<file path="config.mk">
export PLATFORM = sky130hd
export DESIGN_NAME = dab_modulator
export DESIGN_NICKNAME = d
export VERILOG_FILES = /design/src/dab_pkg.sv /design/src/serial_divider.sv /design/src/duty_branch.sv /design/src/phase_branch.sv /design/src/angle_combiner.sv /design/src/dab_modulator.sv
export VERILOG_INCLUDE_DIRS = /design/src /design/src/src
export SDC_FILE = /design/constraint.sdc
export NUM_CORES = 2
export LEC_CHECK = 0
export BUFFER_PORTS_ARGS = -buffer_cell sky130_fd_sc_hd__buf_2
export CORE_MARGIN = 5
export CORE_UTILIZATION = 50
export CTS_BUF_LIST = sky130_fd_sc_hd__clkbuf_8
export CTS_CLUSTER_SIZE = 28
export DETAILED_ROUTE_END_ITERATION = 8
export PLACE_DENSITY = 0.67
export SLEW_MARGIN = 0
export SYNTH_ARGS = -nofsm -noshare
export SYNTH_HDL_FRONTEND = slang
export SYNTH_HIERARCHICAL = 1
export SYNTH_SLANG_ARGS = --single-unit
</file>
<file path="constraint.sdc">
create_clock -name clk -period 11.5 [get_ports clk]
set_input_delay 2.875 -clock clk [delete_from_list [all_inputs] [get_ports clk]]
set_output_delay 2.875 -clock clk [all_outputs]
set_load 0.01 [all_outputs]
</file>
<file path="src/dab_settings.svh">
`ifndef DAB_SETTINGS_SVH
`define DAB_SETTINGS_SVH

////////////////////////////// widths
`define DAB_VIN_W      14            // raw voltage counts, signed
`define DAB_FS_W       19            // switching frequency in Hz, signed
`define DAB_ANG_W      9             // output angle, signed
`define DAB_QUOT_BITS  16            // quotient magnitude bits
`define DAB_FRAC_BITS  4             // quotient lsb = 2^-4 output step
`define DAB_OUT_MAX    255           // angle clamp, +-255 = +-pi

////////////////////////////// gains
// volts = count * 1000/8192; num and den both carry the 8192
`define DAB_K_TAU_V1   4080000       // 255 * 16 * 1000
`define DAB_K_TAU_FS   6685          // 1020 * L * Ipc * 16 * 8192, L = 25u, Ipc = 2
`define DAB_K_TAU_V2   5500          // n1/n2 = 5.5, times 1000
`define DAB_K_PHI_FS   3950          // 510 * L * (Ipc + Isc*n2/n1) * 16 * 8192
`define DAB_K_PHI_V1   1000          // count to volt, times 8192

////////////////////////////// timing
`define DAB_LATENCY    (2 + `DAB_QUOT_BITS)  // trigger edge to out_valid

`endif

</file>
<file path="src/dab_pkg.sv">
`include "dab_settings.svh"

package dab_pkg;

  ////////////////////////////// inputs
  typedef logic signed [`DAB_VIN_W-1:0] vin_t;        // dc link count
  typedef logic signed [`DAB_FS_W-1:0]  fs_t;         // switching freq

  ////////////////////////////// results
  typedef logic signed [`DAB_ANG_W-1:0] angle_t;      // scaled by 255/pi
  typedef logic signed [`DAB_QUOT_BITS:0] quot_t;     // sign + magnitude bits

  ////////////////////////////// divider operands
  typedef logic [31:0]        den_t;                  // always positive
  typedef logic signed [39:0] tau_num_t;              // v1 term minus fs term
  typedef logic signed [35:0] phi_num_t;              // fs term only

endpackage

</file>
<file path="src/serial_divider.sv">
`timescale 1ns/1ps
`include "dab_settings.svh"

module serial_divider #(
  parameter type num_t = dab_pkg::tau_num_t
) (
  input  logic           clk,
  input  logic           arst_n,
  input  logic           start,
  input  num_t           numer,
  input  dab_pkg::den_t  denom,
  output dab_pkg::quot_t quot,
  output logic           done
);

  localparam int QB    = `DAB_QUOT_BITS;
  localparam int STEPS = QB + 1;                              // extra step flags overflow
  localparam int NUM_W = $bits(num_t);
  localparam int DSR_W = $bits(dab_pkg::den_t) + QB;
  localparam int W     = (NUM_W > DSR_W) ? NUM_W : DSR_W;     // common compare width

  logic                       busy;
  logic [$clog2(STEPS)-1:0]   cnt;                            // step index
  logic                       last;
  logic                       neg;                            // result sign
  logic [W-1:0]               rem;                            // partial remainder
  logic [W-1:0]               dsr;                            // shifted divisor
  logic [QB-1:0]              q_acc;
  logic [QB:0]                q_next;
  logic                       ge;
  logic [QB-1:0]              mag_sat;
  logic [NUM_W-1:0]           numer_mag;
  logic                       accept;

  assign accept    = start & ~busy;                           // start while busy is dropped
  assign numer_mag = numer[NUM_W-1] ? NUM_W'(-numer) : NUM_W'(numer);
  assign last      = (cnt == STEPS-1);
  assign ge        = (rem >= dsr);
  assign q_next    = {q_acc, ge};                             // msb first
  assign mag_sat   = q_next[QB] ? '1 : q_next[QB-1:0];        // top bit set means >= 2^QB

  ////////////////////////////// control
  always_ff @(posedge clk or negedge arst_n)
  begin
    if (!arst_n)
    begin
      busy <= 1'b0;
      cnt  <= '0;
      done <= 1'b0;
    end
    else
    begin
      done <= 1'b0;                                           // single cycle pulse
      if (accept)
      begin
        busy <= 1'b1;
        cnt  <= '0;
      end
      else if (busy)
      begin
        cnt <= cnt + 1'b1;
        if (last)
        begin
          busy <= 1'b0;
          done <= 1'b1;
        end
      end
    end
  end

  ////////////////////////////// datapath
  always_ff @(posedge clk)
  begin
    if (accept)
    begin
      rem   <= W'(numer_mag);
      dsr   <= W'({denom, {QB{1'b0}}});                       // divisor * 2^QB
      neg   <= numer[NUM_W-1];
      q_acc <= '0;
    end
    else if (busy)
    begin
      if (ge)
        rem <= rem - dsr;                                     // restore by not subtracting
      dsr   <= dsr >> 1;
      q_acc <= q_next[QB-1:0];
      if (last)
        quot <= neg ? -dab_pkg::quot_t'({1'b0, mag_sat}) : dab_pkg::quot_t'({1'b0, mag_sat});
    end
  end

  // a zero divisor would saturate silently
  a_den_nonzero: assert property (@(posedge clk) disable iff (!arst_n)
    accept |-> (denom != '0));

  // done follows an accepted start after the full step count
  a_done_latency: assert property (@(posedge clk) disable iff (!arst_n)
    accept |-> ##(STEPS+1) done);

endmodule

</file>
<file path="src/duty_branch.sv">
`timescale 1ns/1ps
`include "dab_settings.svh"

module duty_branch (
  input  logic           clk,
  input  logic           arst_n,
  input  logic           trigger,
  input  dab_pkg::vin_t  vdc1,
  input  dab_pkg::vin_t  vdc2,
  input  dab_pkg::fs_t   fs_dab,
  output dab_pkg::quot_t tau_quot,
  output logic           tau_done
);

  // mode 2b: tau2 = (pi*V1 - 4*pi*L*Ipc*fs) / (n*V2), rescaled by 255/pi
  localparam dab_pkg::tau_num_t K_V1 = `DAB_K_TAU_V1;
  localparam dab_pkg::tau_num_t K_FS = `DAB_K_TAU_FS;
  localparam dab_pkg::den_t     K_V2 = `DAB_K_TAU_V2;

  dab_pkg::tau_num_t v1_term;                                 // pi/d part
  dab_pkg::tau_num_t fs_term;                                 // c2*fs part
  dab_pkg::tau_num_t tau_num;
  dab_pkg::den_t     tau_den;                                 // secondary seen on primary

  assign v1_term = K_V1 * dab_pkg::tau_num_t'(vdc1);          // sign extended
  assign fs_term = K_FS * dab_pkg::tau_num_t'(fs_dab);
  assign tau_num = v1_term - fs_term;                         // can go negative at high fs
  assign tau_den = K_V2 * dab_pkg::den_t'(vdc2);

  serial_divider #(
    .num_t (dab_pkg::tau_num_t)
  ) u_div (
    .clk    (clk),
    .arst_n (arst_n),
    .start  (trigger),
    .numer  (tau_num),
    .denom  (tau_den),
    .quot   (tau_quot),
    .done   (tau_done)
  );

endmodule

</file>
<file path="src/phase_branch.sv">
`timescale 1ns/1ps
`include "dab_settings.svh"

module phase_branch (
  input  logic           clk,
  input  logic           arst_n,
  input  logic           trigger,
  input  dab_pkg::vin_t  vdc1,
  input  dab_pkg::fs_t   fs_dab,
  output dab_pkg::quot_t phi_quot,
  output logic           phi_done
);

  // mode 2a: phi = c1*fs/V1, c1 = -2*pi*L*(Ipc + Isc*n2/n1)
  localparam dab_pkg::phi_num_t K_FS = `DAB_K_PHI_FS;
  localparam dab_pkg::den_t     K_V1 = `DAB_K_PHI_V1;

  dab_pkg::phi_num_t phi_num;
  dab_pkg::den_t     phi_den;

  assign phi_num = -(K_FS * dab_pkg::phi_num_t'(fs_dab));     // c1 is negative
  assign phi_den = K_V1 * dab_pkg::den_t'(vdc1);              // primary volts, scaled

  serial_divider #(
    .num_t (dab_pkg::phi_num_t)
  ) u_div (
    .clk    (clk),
    .arst_n (arst_n),
    .start  (trigger),
    .numer  (phi_num),
    .denom  (phi_den),
    .quot   (phi_quot),
    .done   (phi_done)
  );

  // negative primary voltage would be read as a huge unsigned divisor
  a_vdc1_pos: assert property (@(posedge clk) disable iff (!arst_n)
    trigger |-> (vdc1 > 0));

endmodule

</file>
<file path="src/angle_combiner.sv">
`timescale 1ns/1ps
`include "dab_settings.svh"

module angle_combiner (
  input  logic            clk,
  input  logic            arst_n,
  input  dab_pkg::quot_t  tau_quot,
  input  logic            tau_done,
  input  dab_pkg::quot_t  phi_quot,
  input  logic            phi_done,
  output dab_pkg::angle_t tau2,
  output dab_pkg::angle_t phi_2b,
  output dab_pkg::angle_t phi_2a,
  output logic            out_valid
);

  localparam int QB = `DAB_QUOT_BITS;
  localparam int AW = `DAB_ANG_W;

  // quotient in 2^-FRAC steps to angle, half away from zero, clamped
  function automatic dab_pkg::angle_t to_angle(input dab_pkg::quot_t q, input logic halve);
    logic [QB:0]   mag;
    logic [QB:0]   rnd;
    logic [AW-2:0] lim;
    mag = q[QB] ? $unsigned(-q) : $unsigned(q);
    if (halve)
      mag = mag >> 1;                                         // phi_2b = tau2/2, toward zero
    rnd = (mag + (QB+1)'(1 << (`DAB_FRAC_BITS-1))) >> `DAB_FRAC_BITS;
    lim = (rnd > `DAB_OUT_MAX) ? (AW-1)'(`DAB_OUT_MAX) : rnd[AW-2:0];
    return q[QB] ? -dab_pkg::angle_t'({1'b0, lim}) : dab_pkg::angle_t'({1'b0, lim});
  endfunction

  logic           tau_flag;                                   // tau quotient held
  logic           phi_flag;                                   // phi quotient held
  dab_pkg::quot_t tau_val;
  dab_pkg::quot_t phi_val;
  dab_pkg::quot_t tau_sel;
  dab_pkg::quot_t phi_sel;
  logic           fire;

  assign tau_sel = tau_done ? tau_quot : tau_val;             // bypass on arrival
  assign phi_sel = phi_done ? phi_quot : phi_val;
  assign fire    = (tau_flag | tau_done) & (phi_flag | phi_done);

  ////////////////////////////// capture
  always_ff @(posedge clk)
  begin
    if (tau_done)
      tau_val <= tau_quot;
    if (phi_done)
      phi_val <= phi_quot;
  end

  ////////////////////////////// join and output
  always_ff @(posedge clk or negedge arst_n)
  begin
    if (!arst_n)
    begin
      tau_flag  <= 1'b0;
      phi_flag  <= 1'b0;
      out_valid <= 1'b0;
      tau2      <= '0;
      phi_2b    <= '0;
      phi_2a    <= '0;
    end
    else
    begin
      out_valid <= fire;
      if (fire)
      begin
        tau_flag <= 1'b0;                                     // both consumed
        phi_flag <= 1'b0;
        tau2     <= to_angle(tau_sel, 1'b0);
        phi_2b   <= to_angle(tau_sel, 1'b1);
        phi_2a   <= to_angle(phi_sel, 1'b0);
      end
      else
      begin
        if (tau_done)
          tau_flag <= 1'b1;
        if (phi_done)
          phi_flag <= 1'b1;
      end
    end
  end

  // branches run in lockstep, a second result before the join means a lost one
  a_tau_no_overrun: assert property (@(posedge clk) disable iff (!arst_n)
    tau_done |-> !tau_flag);

  a_phi_no_overrun: assert property (@(posedge clk) disable iff (!arst_n)
    phi_done |-> !phi_flag);

endmodule

</file>
<file path="src/dab_modulator.sv">
`timescale 1ns/1ps

module dab_modulator (
  input  logic            clk,
  input  logic            arst_n,
  input  logic            trigger,      // one cycle, samples inputs
  input  dab_pkg::vin_t   vdc1,         // primary dc link
  input  dab_pkg::vin_t   vdc2,         // secondary dc link
  input  dab_pkg::fs_t    fs_dab,
  output dab_pkg::angle_t tau2,
  output dab_pkg::angle_t phi_2b,
  output dab_pkg::angle_t phi_2a,
  output logic            out_valid
);

  dab_pkg::quot_t tau_quot;
  dab_pkg::quot_t phi_quot;
  logic           tau_done;
  logic           phi_done;

  duty_branch u_duty (                  // mode 2b shift angle
    .clk      (clk),
    .arst_n   (arst_n),
    .trigger  (trigger),
    .vdc1     (vdc1),
    .vdc2     (vdc2),
    .fs_dab   (fs_dab),
    .tau_quot (tau_quot),
    .tau_done (tau_done)
  );

  phase_branch u_phase (                // mode 2a phase
    .clk      (clk),
    .arst_n   (arst_n),
    .trigger  (trigger),
    .vdc1     (vdc1),
    .fs_dab   (fs_dab),
    .phi_quot (phi_quot),
    .phi_done (phi_done)
  );

  angle_combiner u_comb (
    .clk       (clk),
    .arst_n    (arst_n),
    .tau_quot  (tau_quot),
    .tau_done  (tau_done),
    .phi_quot  (phi_quot),
    .phi_done  (phi_done),
    .tau2      (tau2),
    .phi_2b    (phi_2b),
    .phi_2a    (phi_2a),
    .out_valid (out_valid)
  );

endmodule

</file>
==> flow_summary.toml <==
[min_path]
min_path_cells = 2
hold_start = "u_phase/u_div/dsr[2]"
hold_end = "u_phase/u_div/dsr[1]"
min_path_type = "reg2reg"

[sta]
drv_slew = 0
fmax_mhz = 90.26
rsz0062_at_grt = "no"
finalClockSkew_ns = 0.06797
finalHoldViolations = 0
period_minus_slack_ns = 11.08
tightest_slew_ns = 1.080
setup_viol = 0
layout_setup_ws_ns = 0.4211
fin_crit_sh = 0.9634
relSlewSlack = 0.2792
setup_tns_ns = 0
hold_ws_ns = 0.4519

[placed_design]
portBuffers = 77
place_area_sq_um = 49510
routabilityCongestion = 0.9144
post-place-ws_ns = -0.3473
place_hpwl_microns = 89500

[finish]
layout-drive-gt1-share = 0.09573
fin_area_sq_um = 50810
area_growth_pct = 8.342
nNetsFinal = 6471

[critical_path]
cp.arrival_ns = 11.46
start_kind = "input pin"
r2r_end = "u_comb/phi_2b[8]"
slowest_delay_ns = 0.59
ff2ff_path_depth = 19
end_kind = "flop"
required_ns = 11.88
worstPathMaxFanout = 4
rrSetupSlack_ns = 5.67
critPathKind = "in2reg"
cpMostUsedCell = "fa_1"
cp_slowest_cell = "fa_1"
reg2reg_from = "u_duty/u_div/done"

[logic_synthesis]
synth-edff-count = 176
syn-instance-count = 5254
synthAdderAreaFrac = 0.3334
synth-seq-area-share = 0.1865
syn_area_per_cell_sq_um = 8.926
async_flop_share = 0.1302
synth_compound_area_frac = 0.1734
synth-xor-area-share = 0.07569
synth_top_family_by_area = "adder cells"
ys_warn_count = 6
synth_seq_cells = 338
synth-simple-area-share = 0.1336
synth_flop_cell = "edfxtp_1"
muxShareOfSynthArea = 0.01281
ys_types = 139
synth_area_sq_um = 46900

[floorplanning]
initial_core_util = 0.5033
core_area_sq_um = 93190
dieWidth_microns = 316.3
dieArea_sq_um = 100000
rows = 112
num_io_pins = 78
fp.dieH_microns = 316.3

[clocking]
cts_inserted_buffers = 56
ctsHoldBuffers = 0
cts_sinks = 338
cts.reportedPaths.clkPinSlew_ns = 0.06
clock_latency_ns = 0.71
cts-root-buf = "clkbuf_8"
cts_max_path_buffers = 3
htree_levels = 2
cts_tree = "yes"

[drt]
drt_iter0_markers = 1842
wire_per_inst_microns = 16.27
first_pass_iters = 5
drt-vias-per-instance = 5.430
drc = 0
routed_wl_microns = 109400
via_count = 36500
drtAntennaViolNets = 0

[global_route]
grt.total_usage = 0.2193
grt_pass1_vias = 36190
grt_pass1_wl_microns = 182800
antenna_found_initial = 6
overflow = 0
grt_max_degree = 100

[job]
max_cap_viol_count = 0

[outcome]
outcome = "finished, final reports clean"
through the flow:
step | std cells | util
finish | 6722 | 0.5452
global route | 6718 | 0.5451
detailed placement | 6611 | 0.5313
floorplan | 5260 | -
CTS | 6717 | 0.5448
global placement | 6611 | 0.5313
flip-flops by register name, summed over array words and instances, names as in the netlist, 5 cells and up:
register             count
u_comb/phi_2b            9
u_duty/u_div/q_acc      16
u_duty/u_div/dsr        48
u_phase/u_div/rem       48
u_phase/u_div/q_acc     16
u_comb/phi_val          17
u_comb/phi_2a            9
u_comb/tau2              9
u_phase/u_div/dsr       48
u_duty/u_div/quot       17
u_phase/u_div/cnt        5
u_comb/tau_val          17
u_phase/u_div/quot      17
u_duty/u_div/rem        48
u_duty/u_div/cnt         5
routing by layer:
layer / GRT usage / share of wire / wire [microns]
met5: 0 / 0.00025 / 27
met4: 0.05089 / 0.023 / 2499
met3: 0.02150 / 0.032 / 3527
met2: 0.3778 / 0.48 / 52120
met1: 0.3009 / 0.47 / 51190
worst max path at each step:
stage | to | start | depth (start not counted) | slack, ns
6_report | u_duty/u_div/rem[36] | vdc1[4] | 34 | 0.42
5_1_grt | u_duty/u_div/rem[38] | vdc1[4] | 35 | 0.03
4_1_cts | u_duty/u_div/rem[36] | vdc1[4] | 36 | 0.35
3_5_place_dp | u_duty/u_div/rem[36] | vdc1[4] | 36 | -0.35
3_3_place_gp | u_duty/u_div/rem[36] | vdc1[4] | 35 | -0.29
2_1_floorplan | u_duty/u_div/rem[37] | vdc1[4] | 33 | 0.01
cell type report:
class	instances	area [sq um]
Tap cell	1254	1569
Fill cell	8579	42380
Inverter	825	3097
Antenna cell	5	12.51
Sequential cell	338	8751
Clock inverter	44	404.1
Multi-Input combinational cell	3925	34300
Timing Repair Buffer	269	1827
Clock buffer	62	853.3
layout by cell type, fill, tap and decap left out, types with 13 or more instances in the layout:
cell type  count
xor2_1       146
a211oi_1      44
inv_1        828
a21o_1       107
and2_1        27
buf_2         77
nand4_1       52
dfxtp_1      118
or3_1         27
a21oi_2       13
nor2b_1       32
nor3_1        84
nor2_1       239
edfxtp_1     176
mux2i_1       25
mux2_2        19
xnor2_1      252
a21oi_1      303
nand2_1      436
o21ai_1       52
o21a_1        34
o31ai_1       76
ha_1         600
fa_1         406
clkbuf_8      62
buf_4        192
o22ai_1       18
or4_1         13
o211ai_1      22
o21ai_0      249
o21bai_1      41
a31oi_1       38
a22o_1        37
nand2b_1      52
and3_1        36
nand3_1      103
dfrtp_1       42
nor4_1        17
and4_1        16
logic make-up (layout without fill, tap and decap cells):
| kind of cell | after synthesis | in the layout |
|---|---|---|
| simple gates | 1239 | 1239 |
| compound gates | 1218 | 1218 |
| fa+ha+maj | 1006 | 1006 |
| buf+inv | 997 | 1200 |
| xor+xnor | 402 | 402 |
| flops | 338 | 338 |
| mux | 52 | 52 |
| other cells | 2 | 13 |
worst max-delay path, delay by kind of cell:
family	cells	cell delay, ns
AO/OA/AOI/OAI	10	1.63
XOR/XNOR	4	0.48
adder cells (fa/ha/maj)	11	4.75
buffers and inverters	5	0.42
AND/OR/NAND/NOR	4	1.30
cells in the mapped netlist, types with 118 or more instances:
cell type  number  area (sq um)
xnor2_1       253          2216
nand2_1       437          1640
o21ai_0       252          1261
nor2_1        239         897.1
ha_1          600          7507
fa_1          406          8128
edfxtp_1      176          5285
inv_1         816          3063
a21oi_1       307          1536
xor2_1        146          1279
clkbuf_1      128         480.5
dfxtp_1       118          2362
what timing repair did:
item,4_1_cts,5_1_grt
setup endpoints to repair,0,23
buffers inserted,0,0
resized for setup,0,8
Power is not shown: default switching activity piles up to over one toggle a cycle in this logic, so the estimate is an artifact.
